<file path="src/design/sync_adjust_pkg.sv">
// shared widths, fixed-point fractions and filter gains, imported by every sync adjust module
`default_nettype none

package sync_adjust_pkg;

    // --------------------
    // base widths
    // --------------------
    localparam int unsigned TIMER_WIDTH    = 32;
    localparam int unsigned CYCLE_WIDTH    = 32; // raw cycle counter
    localparam int unsigned ERROR_WIDTH    = 32; // integer part of phase error
    localparam int unsigned ERROR_Q        = 8;
    localparam int unsigned ADJUST_Q       = ERROR_Q;
    localparam int unsigned ADJUST_WIDTH   = CYCLE_WIDTH + ERROR_Q;

    // filter update gains, 1/2^N
    localparam int unsigned LPF_GAIN_CYCLE = 6;
    localparam int unsigned LPF_GAIN_PHASE = 6;

    // --------------------
    // derived widths
    // --------------------
    localparam int unsigned CYCLE_Q        = LPF_GAIN_CYCLE;
    localparam int unsigned CYCLE_EST_BITS = CYCLE_WIDTH + CYCLE_Q;
    localparam int unsigned ERROR_BITS     = ERROR_WIDTH + ERROR_Q;   // signed
    localparam int unsigned INTERVAL_BITS  = ADJUST_WIDTH + ADJUST_Q;
    localparam int unsigned DIVIDEND_BITS  = CYCLE_WIDTH + ERROR_Q + ADJUST_Q;
    localparam int unsigned DIV_ALIGN      = ERROR_Q + ADJUST_Q - CYCLE_Q;
    localparam int unsigned DIV_COUNT_BITS = $clog2(DIVIDEND_BITS + 1);

    // one whole clock in interval fixed point
    localparam logic [INTERVAL_BITS-1:0] ADJ_STEP = INTERVAL_BITS'(1) << ADJUST_Q;

    localparam int unsigned STAGE_COUNT    = 4; // phase estimator stages

endpackage

`default_nettype wire

</file>
<file path="src/design/adjust_sequencer.sv">
// stage sequencer, turns each correction strobe into a one-hot run of phase estimator strobes
`default_nettype none

module adjust_sequencer import sync_adjust_pkg::*; (
    input  wire                    clk,
    input  wire                    reset,
    input  wire                    correct_valid,
    input  wire                    correct_override,
    output logic [STAGE_COUNT-1:0] stage_strobe,
    output logic                   override_hold
);

    // stage k fires k+1 cycles after the correction
    always_ff @(posedge clk) begin
        if (reset) begin
            stage_strobe  <= '0;
            override_hold <= 1'b0;
        end else begin
            stage_strobe <= {stage_strobe[STAGE_COUNT-2:0], correct_valid};
            if (correct_valid) begin
                override_hold <= correct_override; // kept until next correction
            end
        end
    end

endmodule

`default_nettype wire

</file>
<file path="src/design/cycle_estimator.sv">
// local cycles per correction period, counted and smoothed by a first-order low-pass filter
`default_nettype none

module cycle_estimator import sync_adjust_pkg::*; (
    input  wire                       clk,
    input  wire                       reset,
    input  wire                       correct_valid,
    output logic [CYCLE_EST_BITS-1:0] cycle_estimate,
    output logic                      cycle_estimate_valid
);

    logic [CYCLE_WIDTH-1:0]    count;
    logic                      count_enable;
    logic                      observe_pending;
    logic [CYCLE_EST_BITS-1:0] observe;

    always_ff @(posedge clk) begin
        if (reset) begin
            count_enable         <= 1'b0;
            observe_pending      <= 1'b0;
            cycle_estimate_valid <= 1'b0;
        end else begin
            if (correct_valid) begin
                count_enable <= 1'b1; // first correction only starts the count
            end
            observe_pending <= correct_valid & count_enable;
            if (observe_pending) begin
                cycle_estimate_valid <= 1'b1;
            end
        end
    end

    // --------------------
    // count and filter
    // --------------------
    always_ff @(posedge clk) begin
        count <= correct_valid ? CYCLE_WIDTH'(1) : count + CYCLE_WIDTH'(1);
        if (correct_valid & count_enable) begin
            observe <= CYCLE_EST_BITS'(count) << CYCLE_Q;
        end
        if (observe_pending) begin
            if (cycle_estimate_valid) begin
                cycle_estimate <= cycle_estimate - (cycle_estimate >> LPF_GAIN_CYCLE)
                                + (observe >> LPF_GAIN_CYCLE);
            end else begin
                cycle_estimate <= observe; // first observation taken as is
            end
        end
    end

endmodule

`default_nettype wire

</file>
<file path="src/design/phase_estimator.sv">
// phase error estimator, predicts, filters and clamps the error to give the adjust amount
`default_nettype none

module phase_estimator import sync_adjust_pkg::*; (
    input  wire                           clk,
    input  wire                           reset,
    input  wire                           correct_valid,
    input  wire                           correct_override,
    input  wire        [TIMER_WIDTH-1:0]  correct_time,
    input  wire        [TIMER_WIDTH-1:0]  current_time,
    input  wire signed [ERROR_WIDTH-1:0]  param_adjust_min,
    input  wire signed [ERROR_WIDTH-1:0]  param_adjust_max,
    input  wire        [STAGE_COUNT-1:0]  stage_strobe,
    output logic signed [ERROR_BITS-1:0]  adjust_value,
    output logic                          adjust_zero,
    output logic                          adjust_neg,
    output logic                          error_valid
);

    logic signed [ERROR_BITS-1:0] current_error;
    logic signed [ERROR_BITS-1:0] limit_min;
    logic signed [ERROR_BITS-1:0] limit_max;
    logic signed [ERROR_BITS-1:0] observe;
    logic signed [ERROR_BITS-1:0] estimate_prev;
    logic signed [ERROR_BITS-1:0] predict;
    logic signed [ERROR_BITS-1:0] predict_gain;
    logic signed [ERROR_BITS-1:0] estimate;
    logic signed [ERROR_BITS-1:0] clamped;
    logic                         prev_en;
    logic                         predict_en;
    logic                         gain_en;
    logic                         estimate_en;

    // reference ahead of local time gives a positive error
    assign current_error = ERROR_BITS'($signed(correct_time - current_time)) <<< ERROR_Q;
    assign limit_min     = ERROR_BITS'(param_adjust_min) <<< ERROR_Q;
    assign limit_max     = ERROR_BITS'(param_adjust_max) <<< ERROR_Q;

    assign clamped = (estimate < limit_min) ? limit_min :
                     (estimate > limit_max) ? limit_max : estimate;

    always_ff @(posedge clk) begin
        if (reset) begin
            prev_en      <= 1'b0;
            predict_en   <= 1'b0;
            gain_en      <= 1'b0;
            estimate_en  <= 1'b0;
            adjust_value <= '0;
            adjust_zero  <= 1'b1;
            adjust_neg   <= 1'b0;
            error_valid  <= 1'b0;
        end else begin
            if (correct_valid) begin
                if (correct_override) begin
                    // restart the filter from scratch
                    prev_en     <= 1'b0;
                    predict_en  <= 1'b0;
                    gain_en     <= 1'b0;
                    estimate_en <= 1'b0;
                end else begin
                    prev_en <= estimate_en;
                end
            end
            if (stage_strobe[0]) predict_en <= prev_en;
            if (stage_strobe[1]) gain_en <= predict_en;
            if (stage_strobe[2]) estimate_en <= 1'b1;
            if (stage_strobe[3]) begin
                adjust_value <= clamped;
                adjust_zero  <= (clamped == '0);
                adjust_neg   <= (clamped < 0);
            end
            error_valid <= stage_strobe[3];
        end
    end

    // --------------------
    // filter datapath
    // --------------------
    always_ff @(posedge clk) begin
        if (correct_valid) begin
            observe       <= correct_override ? '0 : current_error;
            estimate_prev <= estimate;
        end
        if (stage_strobe[0]) predict <= estimate_prev - adjust_value; // minus what was applied
        if (stage_strobe[1]) predict_gain <= predict - (predict >>> LPF_GAIN_PHASE);
        if (stage_strobe[2]) begin
            estimate <= gain_en ? predict_gain + (observe >>> LPF_GAIN_PHASE) : observe;
        end
    end

endmodule

`default_nettype wire

</file>
<file path="src/design/interval_divider.sv">
// multicycle restoring divider, cycle estimate over error magnitude gives the pulse interval
`default_nettype none

module interval_divider import sync_adjust_pkg::*; (
    input  wire                          clk,
    input  wire                          reset,
    input  wire                          div_start,
    input  wire        [CYCLE_EST_BITS-1:0] cycle_estimate,
    input  wire signed [ERROR_BITS-1:0]  adjust_value,
    input  wire                          adjust_zero,
    input  wire                          adjust_neg,
    output logic [INTERVAL_BITS-1:0]     quotient,
    output logic                         div_zero,
    output logic                         div_sign,
    output logic                         div_valid
);

    logic [ERROR_BITS-1:0]     divisor;
    logic [ERROR_BITS-1:0]     remainder;
    logic [ERROR_BITS:0]       trial;
    logic [ERROR_BITS:0]       difference;
    logic [DIV_COUNT_BITS-1:0] bit_count;
    logic                      busy;

    // dividend shifts out of quotient as result bits shift in
    assign trial      = {remainder, quotient[INTERVAL_BITS-1]};
    assign difference = trial - {1'b0, divisor};

    always_ff @(posedge clk) begin
        if (reset) begin
            busy      <= 1'b0;
            div_valid <= 1'b0;
        end else begin
            div_valid <= 1'b0;
            if (div_start) begin
                busy <= 1'b1;
            end else if (busy && bit_count == DIV_COUNT_BITS'(1)) begin
                busy      <= 1'b0;
                div_valid <= 1'b1;
            end
        end
    end

    // --------------------
    // one bit per cycle
    // --------------------
    always_ff @(posedge clk) begin
        if (div_start) begin
            divisor   <= adjust_neg ? $unsigned(-adjust_value) : $unsigned(adjust_value);
            remainder <= '0;
            quotient  <= INTERVAL_BITS'(cycle_estimate) << DIV_ALIGN; // to Q of error+adjust
            bit_count <= DIV_COUNT_BITS'(DIVIDEND_BITS);
            div_zero  <= adjust_zero;
            div_sign  <= adjust_neg;
        end else if (busy) begin
            bit_count <= bit_count - DIV_COUNT_BITS'(1);
            if (difference[ERROR_BITS]) begin // borrow, restore
                remainder <= trial[ERROR_BITS-1:0];
                quotient  <= {quotient[INTERVAL_BITS-2:0], 1'b0};
            end else begin
                remainder <= difference[ERROR_BITS-1:0];
                quotient  <= {quotient[INTERVAL_BITS-2:0], 1'b1};
            end
        end
    end

endmodule

`default_nettype wire

</file>
<file path="src/design/adjust_pulse_gen.sv">
// adjust pulse pacing, holds the interval, fires single-tick pulses and drives the handshake
`default_nettype none

module adjust_pulse_gen import sync_adjust_pkg::*; (
    input  wire                      clk,
    input  wire                      reset,
    input  wire [INTERVAL_BITS-1:0]  quotient,
    input  wire                      div_zero,
    input  wire                      div_sign,
    input  wire                      div_valid,
    input  wire                      adjust_ready,
    output logic                     adjust_sign,
    output logic                     adjust_valid
);

    logic [INTERVAL_BITS-1:0] new_period;
    logic                     param_zero;
    logic                     param_sign;
    logic [INTERVAL_BITS-1:0] param_period;
    logic                     param_valid;
    logic                     calc_zero;
    logic                     calc_sign;
    logic [INTERVAL_BITS-1:0] calc_period;
    logic [INTERVAL_BITS-1:0] calc_count;
    logic [INTERVAL_BITS-1:0] calc_next;
    logic                     calc_valid;

    assign new_period = quotient - ADJ_STEP;

    // --------------------
    // pending parameters
    // --------------------
    always_ff @(posedge clk) begin
        if (reset) begin
            param_zero  <= 1'b1;
            param_valid <= 1'b0;
        end else begin
            if (calc_valid) param_valid <= 1'b0; // taken in this slot
            if (div_valid) begin
                if (div_zero) begin
                    param_zero  <= 1'b1;
                    param_valid <= !param_zero;
                end else begin
                    param_zero   <= 1'b0;
                    param_sign   <= div_sign;
                    param_period <= new_period;
                    param_valid  <= param_zero || (new_period != param_period);
                end
            end
        end
    end

    // --------------------
    // fractional pacing
    // --------------------
    always_ff @(posedge clk) begin
        if (reset) begin
            calc_zero   <= 1'b1;
            calc_period <= '0;
            calc_count  <= '0;
            calc_valid  <= 1'b0;
        end else begin
            calc_count <= calc_count + ADJ_STEP;
            calc_next  <= calc_count + ADJ_STEP - calc_period; // carry the remainder
            calc_valid <= (calc_count >= calc_period) || calc_zero;
            if (calc_valid) begin
                if (param_valid) begin
                    calc_zero   <= param_zero;
                    calc_sign   <= param_sign;
                    calc_period <= param_period;
                    calc_count  <= '0;
                end else begin
                    calc_count <= calc_next;
                end
                calc_valid <= 1'b0;
            end
        end
    end

    // pulses merge into an unacknowledged one
    always_ff @(posedge clk) begin
        if (reset) begin
            adjust_valid <= 1'b0;
        end else begin
            if (adjust_ready) adjust_valid <= 1'b0;
            if (calc_valid && !calc_zero) begin
                adjust_sign  <= calc_sign;
                adjust_valid <= 1'b1;
            end
        end
    end

endmodule

`default_nettype wire

</file>
<file path="src/design/sync_adjust_top.sv">
// top level of the timer adjuster, links the sequencer to the estimator and pulse datapath
`default_nettype none

module sync_adjust_top import sync_adjust_pkg::*; (
    input  wire                          clk,
    input  wire                          reset,
    input  wire signed [ERROR_WIDTH-1:0] param_adjust_min,
    input  wire signed [ERROR_WIDTH-1:0] param_adjust_max,
    input  wire        [TIMER_WIDTH-1:0] current_time,
    input  wire        [TIMER_WIDTH-1:0] correct_time,
    input  wire                          correct_override,
    input  wire                          correct_valid,
    output logic                         adjust_sign,
    output logic                         adjust_valid,
    input  wire                          adjust_ready
);

    logic [STAGE_COUNT-1:0]       stage_strobe;
    logic                         override_hold;
    logic [CYCLE_EST_BITS-1:0]    cycle_estimate;
    logic                         cycle_estimate_valid;
    logic signed [ERROR_BITS-1:0] adjust_value;
    logic                         adjust_zero;
    logic                         adjust_neg;
    logic                         error_valid;
    logic                         div_start;
    logic [INTERVAL_BITS-1:0]     quotient;
    logic                         div_zero;
    logic                         div_sign;
    logic                         div_valid;

    // no interval without a cycle estimate, none after an override
    assign div_start = error_valid & cycle_estimate_valid & ~override_hold;

    adjust_sequencer sequencer0 (
        .clk              (clk),
        .reset            (reset),
        .correct_valid    (correct_valid),
        .correct_override (correct_override),
        .stage_strobe     (stage_strobe),
        .override_hold    (override_hold)
    );

    cycle_estimator cycle0 (
        .clk                  (clk),
        .reset                (reset),
        .correct_valid        (correct_valid),
        .cycle_estimate       (cycle_estimate),
        .cycle_estimate_valid (cycle_estimate_valid)
    );

    phase_estimator phase0 (
        .clk              (clk),
        .reset            (reset),
        .correct_valid    (correct_valid),
        .correct_override (correct_override),
        .correct_time     (correct_time),
        .current_time     (current_time),
        .param_adjust_min (param_adjust_min),
        .param_adjust_max (param_adjust_max),
        .stage_strobe     (stage_strobe),
        .adjust_value     (adjust_value),
        .adjust_zero      (adjust_zero),
        .adjust_neg       (adjust_neg),
        .error_valid      (error_valid)
    );

    interval_divider divider0 (
        .clk            (clk),
        .reset          (reset),
        .div_start      (div_start),
        .cycle_estimate (cycle_estimate),
        .adjust_value   (adjust_value),
        .adjust_zero    (adjust_zero),
        .adjust_neg     (adjust_neg),
        .quotient       (quotient),
        .div_zero       (div_zero),
        .div_sign       (div_sign),
        .div_valid      (div_valid)
    );

    adjust_pulse_gen pulse0 (
        .clk          (clk),
        .reset        (reset),
        .quotient     (quotient),
        .div_zero     (div_zero),
        .div_sign     (div_sign),
        .div_valid    (div_valid),
        .adjust_ready (adjust_ready),
        .adjust_sign  (adjust_sign),
        .adjust_valid (adjust_valid)
    );

endmodule

`default_nettype wire

</file>
<file path="config.mk">
export PLATFORM = sky130hd
export DESIGN_NAME = sync_adjust_top
export DESIGN_NICKNAME = d
export VERILOG_FILES = /design/src/design/sync_adjust_pkg.sv /design/src/design/adjust_sequencer.sv /design/src/design/cycle_estimator.sv /design/src/design/phase_estimator.sv /design/src/design/interval_divider.sv /design/src/design/adjust_pulse_gen.sv /design/src/design/sync_adjust_top.sv
export SDC_FILE = /design/constraint.sdc
export NUM_CORES = 2
export LEC_CHECK = 0
export ABC_AREA = 1
export BUFFER_PORTS_ARGS = -buffer_cell sky130_fd_sc_hd__clkbuf_2
export CAP_MARGIN = 20
export CORE_MARGIN = 5
export CORE_UTILIZATION = 45
export CTS_CLUSTER_DIAMETER = 40
export DETAILED_ROUTE_END_ITERATION = 8
export HOLD_SLACK_MARGIN = 0.02
export PLACE_DENSITY = 0.72
export REMOVE_ABC_BUFFERS = 1
export SYNTH_ARGS = -nofsm -noshare
export SYNTH_HDL_FRONTEND = slang
export SYNTH_HIERARCHICAL = 1
export SYNTH_SLANG_ARGS = --single-unit
</file>
<file path="constraint.sdc">
create_clock -name clk -period 6 [get_ports clk]
set_input_delay 0.6 -clock clk [delete_from_list [all_inputs] [get_ports clk]]
set_output_delay 0.6 -clock clk [all_outputs]
set_load 0.02 [all_outputs]
</file>
==> flow_metrics.tcl <==
set metrics [dict create \
    postRouteWirelength_mm 145.1 \
    highest_routed_layer "met4" \
    postSynth.topFlopCell "sky130_fd_sc_hd__edfxtp_1" \
    layout.cells.most_common "sky130_fd_sc_hd__nand2_1" \
    ctsResizeCount 0 \
    global_route.overflow_total 0 \
    timing.critical_path.cells "nand3_1 -> nor2_1 -> nand4_1 -> nor3_1 -> nand3_1 -> xor2_1 -> ha_1 -> nand2_1 -> nor2_1 -> inv_1 -> nor4_1 -> nand2_1 -> o211ai_1 -> a21oi_1 -> xnor2_1" \
    count_of_flip_flops_with_a_built_in_enable_after_synthesis 441 \
    synth_seq_area_share_pct 36.25 \
    path_depth 15 \
    worst_pin_slew_ns 1.045 \
    timing.clock.skew_ns 0.04354 \
    antenna_left 0 \
    detailroute.wirelength.met2_mm 65.53 \
    timing.slew.headroom_pct 30.32 \
    final-hold-violation-count 0 \
    core.rowCount 122 \
    area_taken_by_multi_input_logic_gates_um2 26780 \
    grt_pass1_wl_mm 230.0 \
    io-pin-count 135 \
    power.ir.vdd_worst_mv 0.2226 \
    ys_ff_latch 686 \
    clock_tree_from_tritoncts "done" \
    ctsHoldBuffers 0 \
    synth_cells 6753 \
    postCtsSetupRepairBufs 0 \
    part_of_the_total_power_dissipated_in_combinational_logic_pct 22.6 \
    first_global_vias 43090 \
    startpoint "pulse0/calc_count[10]" \
    crit_path_max_fanout 6 \
    grt_max_degree 95 \
    clk-insertion-delay-late_ns 0.70 \
    netSwitchingFraction_pct 33.15 \
    globalplace.congestion 0.9441 \
    cts_max_path_buffers 3 \
    synthArstFlopShare_pct 0 \
    cp_top_family "simple AND/OR/NAND/NOR gates" \
    seq_power_share_pct 36.5 \
    max_frequency_mhz 251.7 \
    hold_class "in -> reg" \
    synth_cell_type_count 71 \
    mostFrequentLayoutCells "sky130_fd_sc_hd__nand2_1, sky130_fd_sc_hd__inv_1, sky130_fd_sc_hd__nor2_1" \
    pwr-share-clk_pct 40.9 \
    final_net_count 7468 \
    drt-met1-wl_mm 65.86 \
    critical_path.slowest_cell "sky130_fd_sc_hd__dfxtp_1" \
    grt_setup_unrepaired "no" \
    status "finished, final reports clean" \
    hpwl_mm 114.9 \
    critical_path_arrival_ns 4.41 \
    drc 0 \
    design.die.area_um2 118000 \
    initial_core_util_pct 45.24 \
    power.switching_mw 5.135 \
    count_of_cells_along_the_worst_register_to_register_path 15 \
    critical_path_destination "pulse0/calc_next[42]" \
    routed_wire_per_std_cell_um 17.06 \
    antenna_violations_before_repair 1 \
    gr-usage-all-layers_pct 24.18 \
    worst_path_largest_cell_delay_ns 0.44 \
    drtPass1Iterations 6 \
    power.density_cell_area_nw_per_um2 275.9 \
    total_internal_power_mw 10.36 \
    area_growth_from_synthesis_to_layout_pct 12.13 \
    ff2ff_setup_slack_ns 2.03 \
    die_y_um 343.6 \
    hold_start "adjust_ready" \
    timing.critical_path.from_type "flop" \
    h_tree_level_count 3 \
    timing.final.crit_period_ns 3.974 \
    timing.critical_path.to_type "flop" \
    layout_filler_cell_count 10700 \
    fin_total_pwr_mw 15.49 \
    drt_iter0_markers 3604 \
    drt-vias-per-instance 5.247 \
    clkSinkCount 686 \
    port_buffers 134 \
    path_class "reg -> reg" \
    timing.critical_path.required_ns 6.43 \
    post_synth.cell_area_avg_um2 7.414 \
    sequential_cell_area_um2 18150 \
    ctsRootBufferMaster "sky130_fd_sc_hd__clkbuf_16" \
    worst_r2r_startpoint "pulse0/calc_count[10]" \
    fp.coreArea_um2 110700 \
    total_leakage_power_nw 26.62 \
    met3_length_mm 8.878 \
    drv_slew 0 \
    maxcap_violations 0 \
    ys_warn_count 6 \
    drive_gt1_share_pct 7.257 \
    destination_of_the_worst_register_to_register_timing_path "pulse0/calc_next[42]" \
    totalNegativeSetupSlack_ns 0 \
    cts.clk_slew.worst_paths_ns 0.05 \
    vias 44630 \
    min_period_over_period_pct 66.23 \
    finalSetupViolations 0 \
    syn_area_um2 50070 \
    tritoncts.num_buffers 109 \
    chipWidth_um 343.6 \
    cp.buffers_inverters 1 \
]
==> worst reg2reg max path: cells and delay by family, from the launching register on <==
family | cells | cell delay [ns]
and+or+nand+nor | 9 | 1.92
AOI/OAI and AO/OA | 2 | 0.49
DFF | 1 | 0.44
adders and majority gates | 1 | 0.43
xor gates and xnor gates | 2 | 0.35
buffers and inverters | 1 | 0.08
==> logic make-up (layout without fill, tap and decap cells) <==
| kind of cell | after synthesis | in the layout | share of synthesized area (%) |
|---|---|---|---|
| buffers and inverters | 1338 | 1599 | 10.33 |
| adder cells (fa/ha/maj) | 418 | 418 | 11.02 |
| other | 0 | 3 | 0 |
| AO/OA/AOI/OAI | 1146 | 1146 | 13.16 |
| AND/OR/NAND/NOR | 2888 | 2888 | 24.35 |
| XOR/XNOR | 277 | 277 | 4.901 |
| flip-flops | 686 | 686 | 36.25 |
==> cells in the mapped netlist, types with 6 or more instances <==
cell type	number	area share (%)
sky130_fd_sc_hd__buf_1	9	0.067
sky130_fd_sc_hd__nor2_1	610	4.6
sky130_fd_sc_hd__buf_2	7	0.070
sky130_fd_sc_hd__o21a_1	28	0.42
sky130_fd_sc_hd__o221ai_1	10	0.17
sky130_fd_sc_hd__o21ai_2	10	0.17
sky130_fd_sc_hd__or2_2	9	0.11
sky130_fd_sc_hd__ha_1	380	9.5
sky130_fd_sc_hd__nor3_1	58	0.58
sky130_fd_sc_hd__buf_6	6	0.13
sky130_fd_sc_hd__a21boi_0	16	0.24
sky130_fd_sc_hd__inv_2	9	0.067
sky130_fd_sc_hd__clkbuf_1	71	0.53
sky130_fd_sc_hd__edfxtp_1	441	26
sky130_fd_sc_hd__fa_1	38	1.5
sky130_fd_sc_hd__o21ai_0	310	3.1
sky130_fd_sc_hd__o21ai_1	29	0.29
sky130_fd_sc_hd__xor2_1	168	2.9
sky130_fd_sc_hd__nand3_2	18	0.36
sky130_fd_sc_hd__a221oi_1	7	0.12
sky130_fd_sc_hd__o21bai_1	31	0.46
sky130_fd_sc_hd__and3_1	6	0.075
sky130_fd_sc_hd__nor2_4	8	0.18
sky130_fd_sc_hd__nor2_2	18	0.22
sky130_fd_sc_hd__a211oi_1	7	0.10
sky130_fd_sc_hd__nand2_1	1638	12
sky130_fd_sc_hd__nand3_1	344	3.4
sky130_fd_sc_hd__o31ai_1	7	0.10
sky130_fd_sc_hd__a22o_1	45	0.79
sky130_fd_sc_hd__o22ai_1	11	0.14
sky130_fd_sc_hd__a21o_1	25	0.37
sky130_fd_sc_hd__nand2_2	44	0.55
sky130_fd_sc_hd__o211ai_1	42	0.63
sky130_fd_sc_hd__buf_4	10	0.15
sky130_fd_sc_hd__nand3b_1	22	0.33
sky130_fd_sc_hd__inv_1	1218	9.1
sky130_fd_sc_hd__dfxtp_1	245	9.8
sky130_fd_sc_hd__a21oi_1	484	4.8
sky130_fd_sc_hd__nor4_1	23	0.29
sky130_fd_sc_hd__nand4_1	58	0.72
sky130_fd_sc_hd__xnor2_1	107	1.9
sky130_fd_sc_hd__a31oi_1	63	0.79
==> how the worst min path moves through the flow <==
stage / end / slack [ns] / cells past startpoint
after CTS: pulse0/adjust_valid / 0.13 / 4
after floorplan: pulse0/adjust_sign / 0.40 / 0
after global routing: pulse0/adjust_valid / 0.17 / 4
after global placement: pulse0/calc_sign / 0.41 / 0
after detailed placement: pulse0/calc_sign / 0.41 / 0
final: pulse0/adjust_valid / 0.18 / 4
==> per-stage QoR <==
stage | cells | hold WS [ns] | utilization, % | setup WS, ns | area, um2
floorplan | 6646 | 0.4003 | - | 0.09515 | 49520
global placement | 8290 | 0.4102 | 47.22 | 2.117 | 52260
detailed placement | 8291 | 0.4107 | 47.24 | 2.061 | 52280
CTS | 8499 | 0.1340 | 50.65 | 2.048 | 56050
global route | 8502 | 0.1671 | 50.72 | 1.619 | 56130
finish | 8505 | 0.1770 | 50.73 | 2.026 | 56140
==> flip-flops by register name (all words and copies together) (netlist names), 4 cells and up <==
name	flops
divider0/quotient	48
pulse0/calc_count	48
pulse0/calc_next	48
pulse0/calc_period	48
pulse0/param_period	48
divider0/divisor	40
divider0/remainder	40
phase0/adjust_value	40
phase0/estimate	40
phase0/estimate_prev	40
phase0/predict	40
phase0/predict_gain	40
cycle0/cycle_estimate	38
cycle0/count	32
cycle0/observe	32
phase0/observe	32
divider0/bit_count	6
sequencer0/stage_strobe	4
==> power by group through the flow <==
stage / clock, mW / combinational (mW) / sequential (mW)
floorplan: 0 / 2.44 / 5.66
global placement: 0 / 3.38 / 5.74
detailed placement: 0 / 3.41 / 5.75
CTS: 6.47 / 3.44 / 5.65
global route: 6.69 / 3.91 / 5.68
finish: 6.34 / 3.50 / 5.65
==> routing by layer <==
metal	vias up	GRT usage, %
li1	22430	-
met1	20550	33.32
met2	1375	39.53
met3	271	3.015
met4	0	8.193
met5	-	0
==> area by class of cell <==
class / instances / share of cell area, %
antenna: 3 / 0.01337
clock buffer: 121 / 5.012
clock inverter: 87 / 1.707
inverter: 1231 / 8.233
multi-input combinational: 4729 / 47.71
sequential: 686 / 32.33
tap: 1488 / 3.316
timing repair buffer: 160 / 1.676
(Power assumes the default switching activity.)
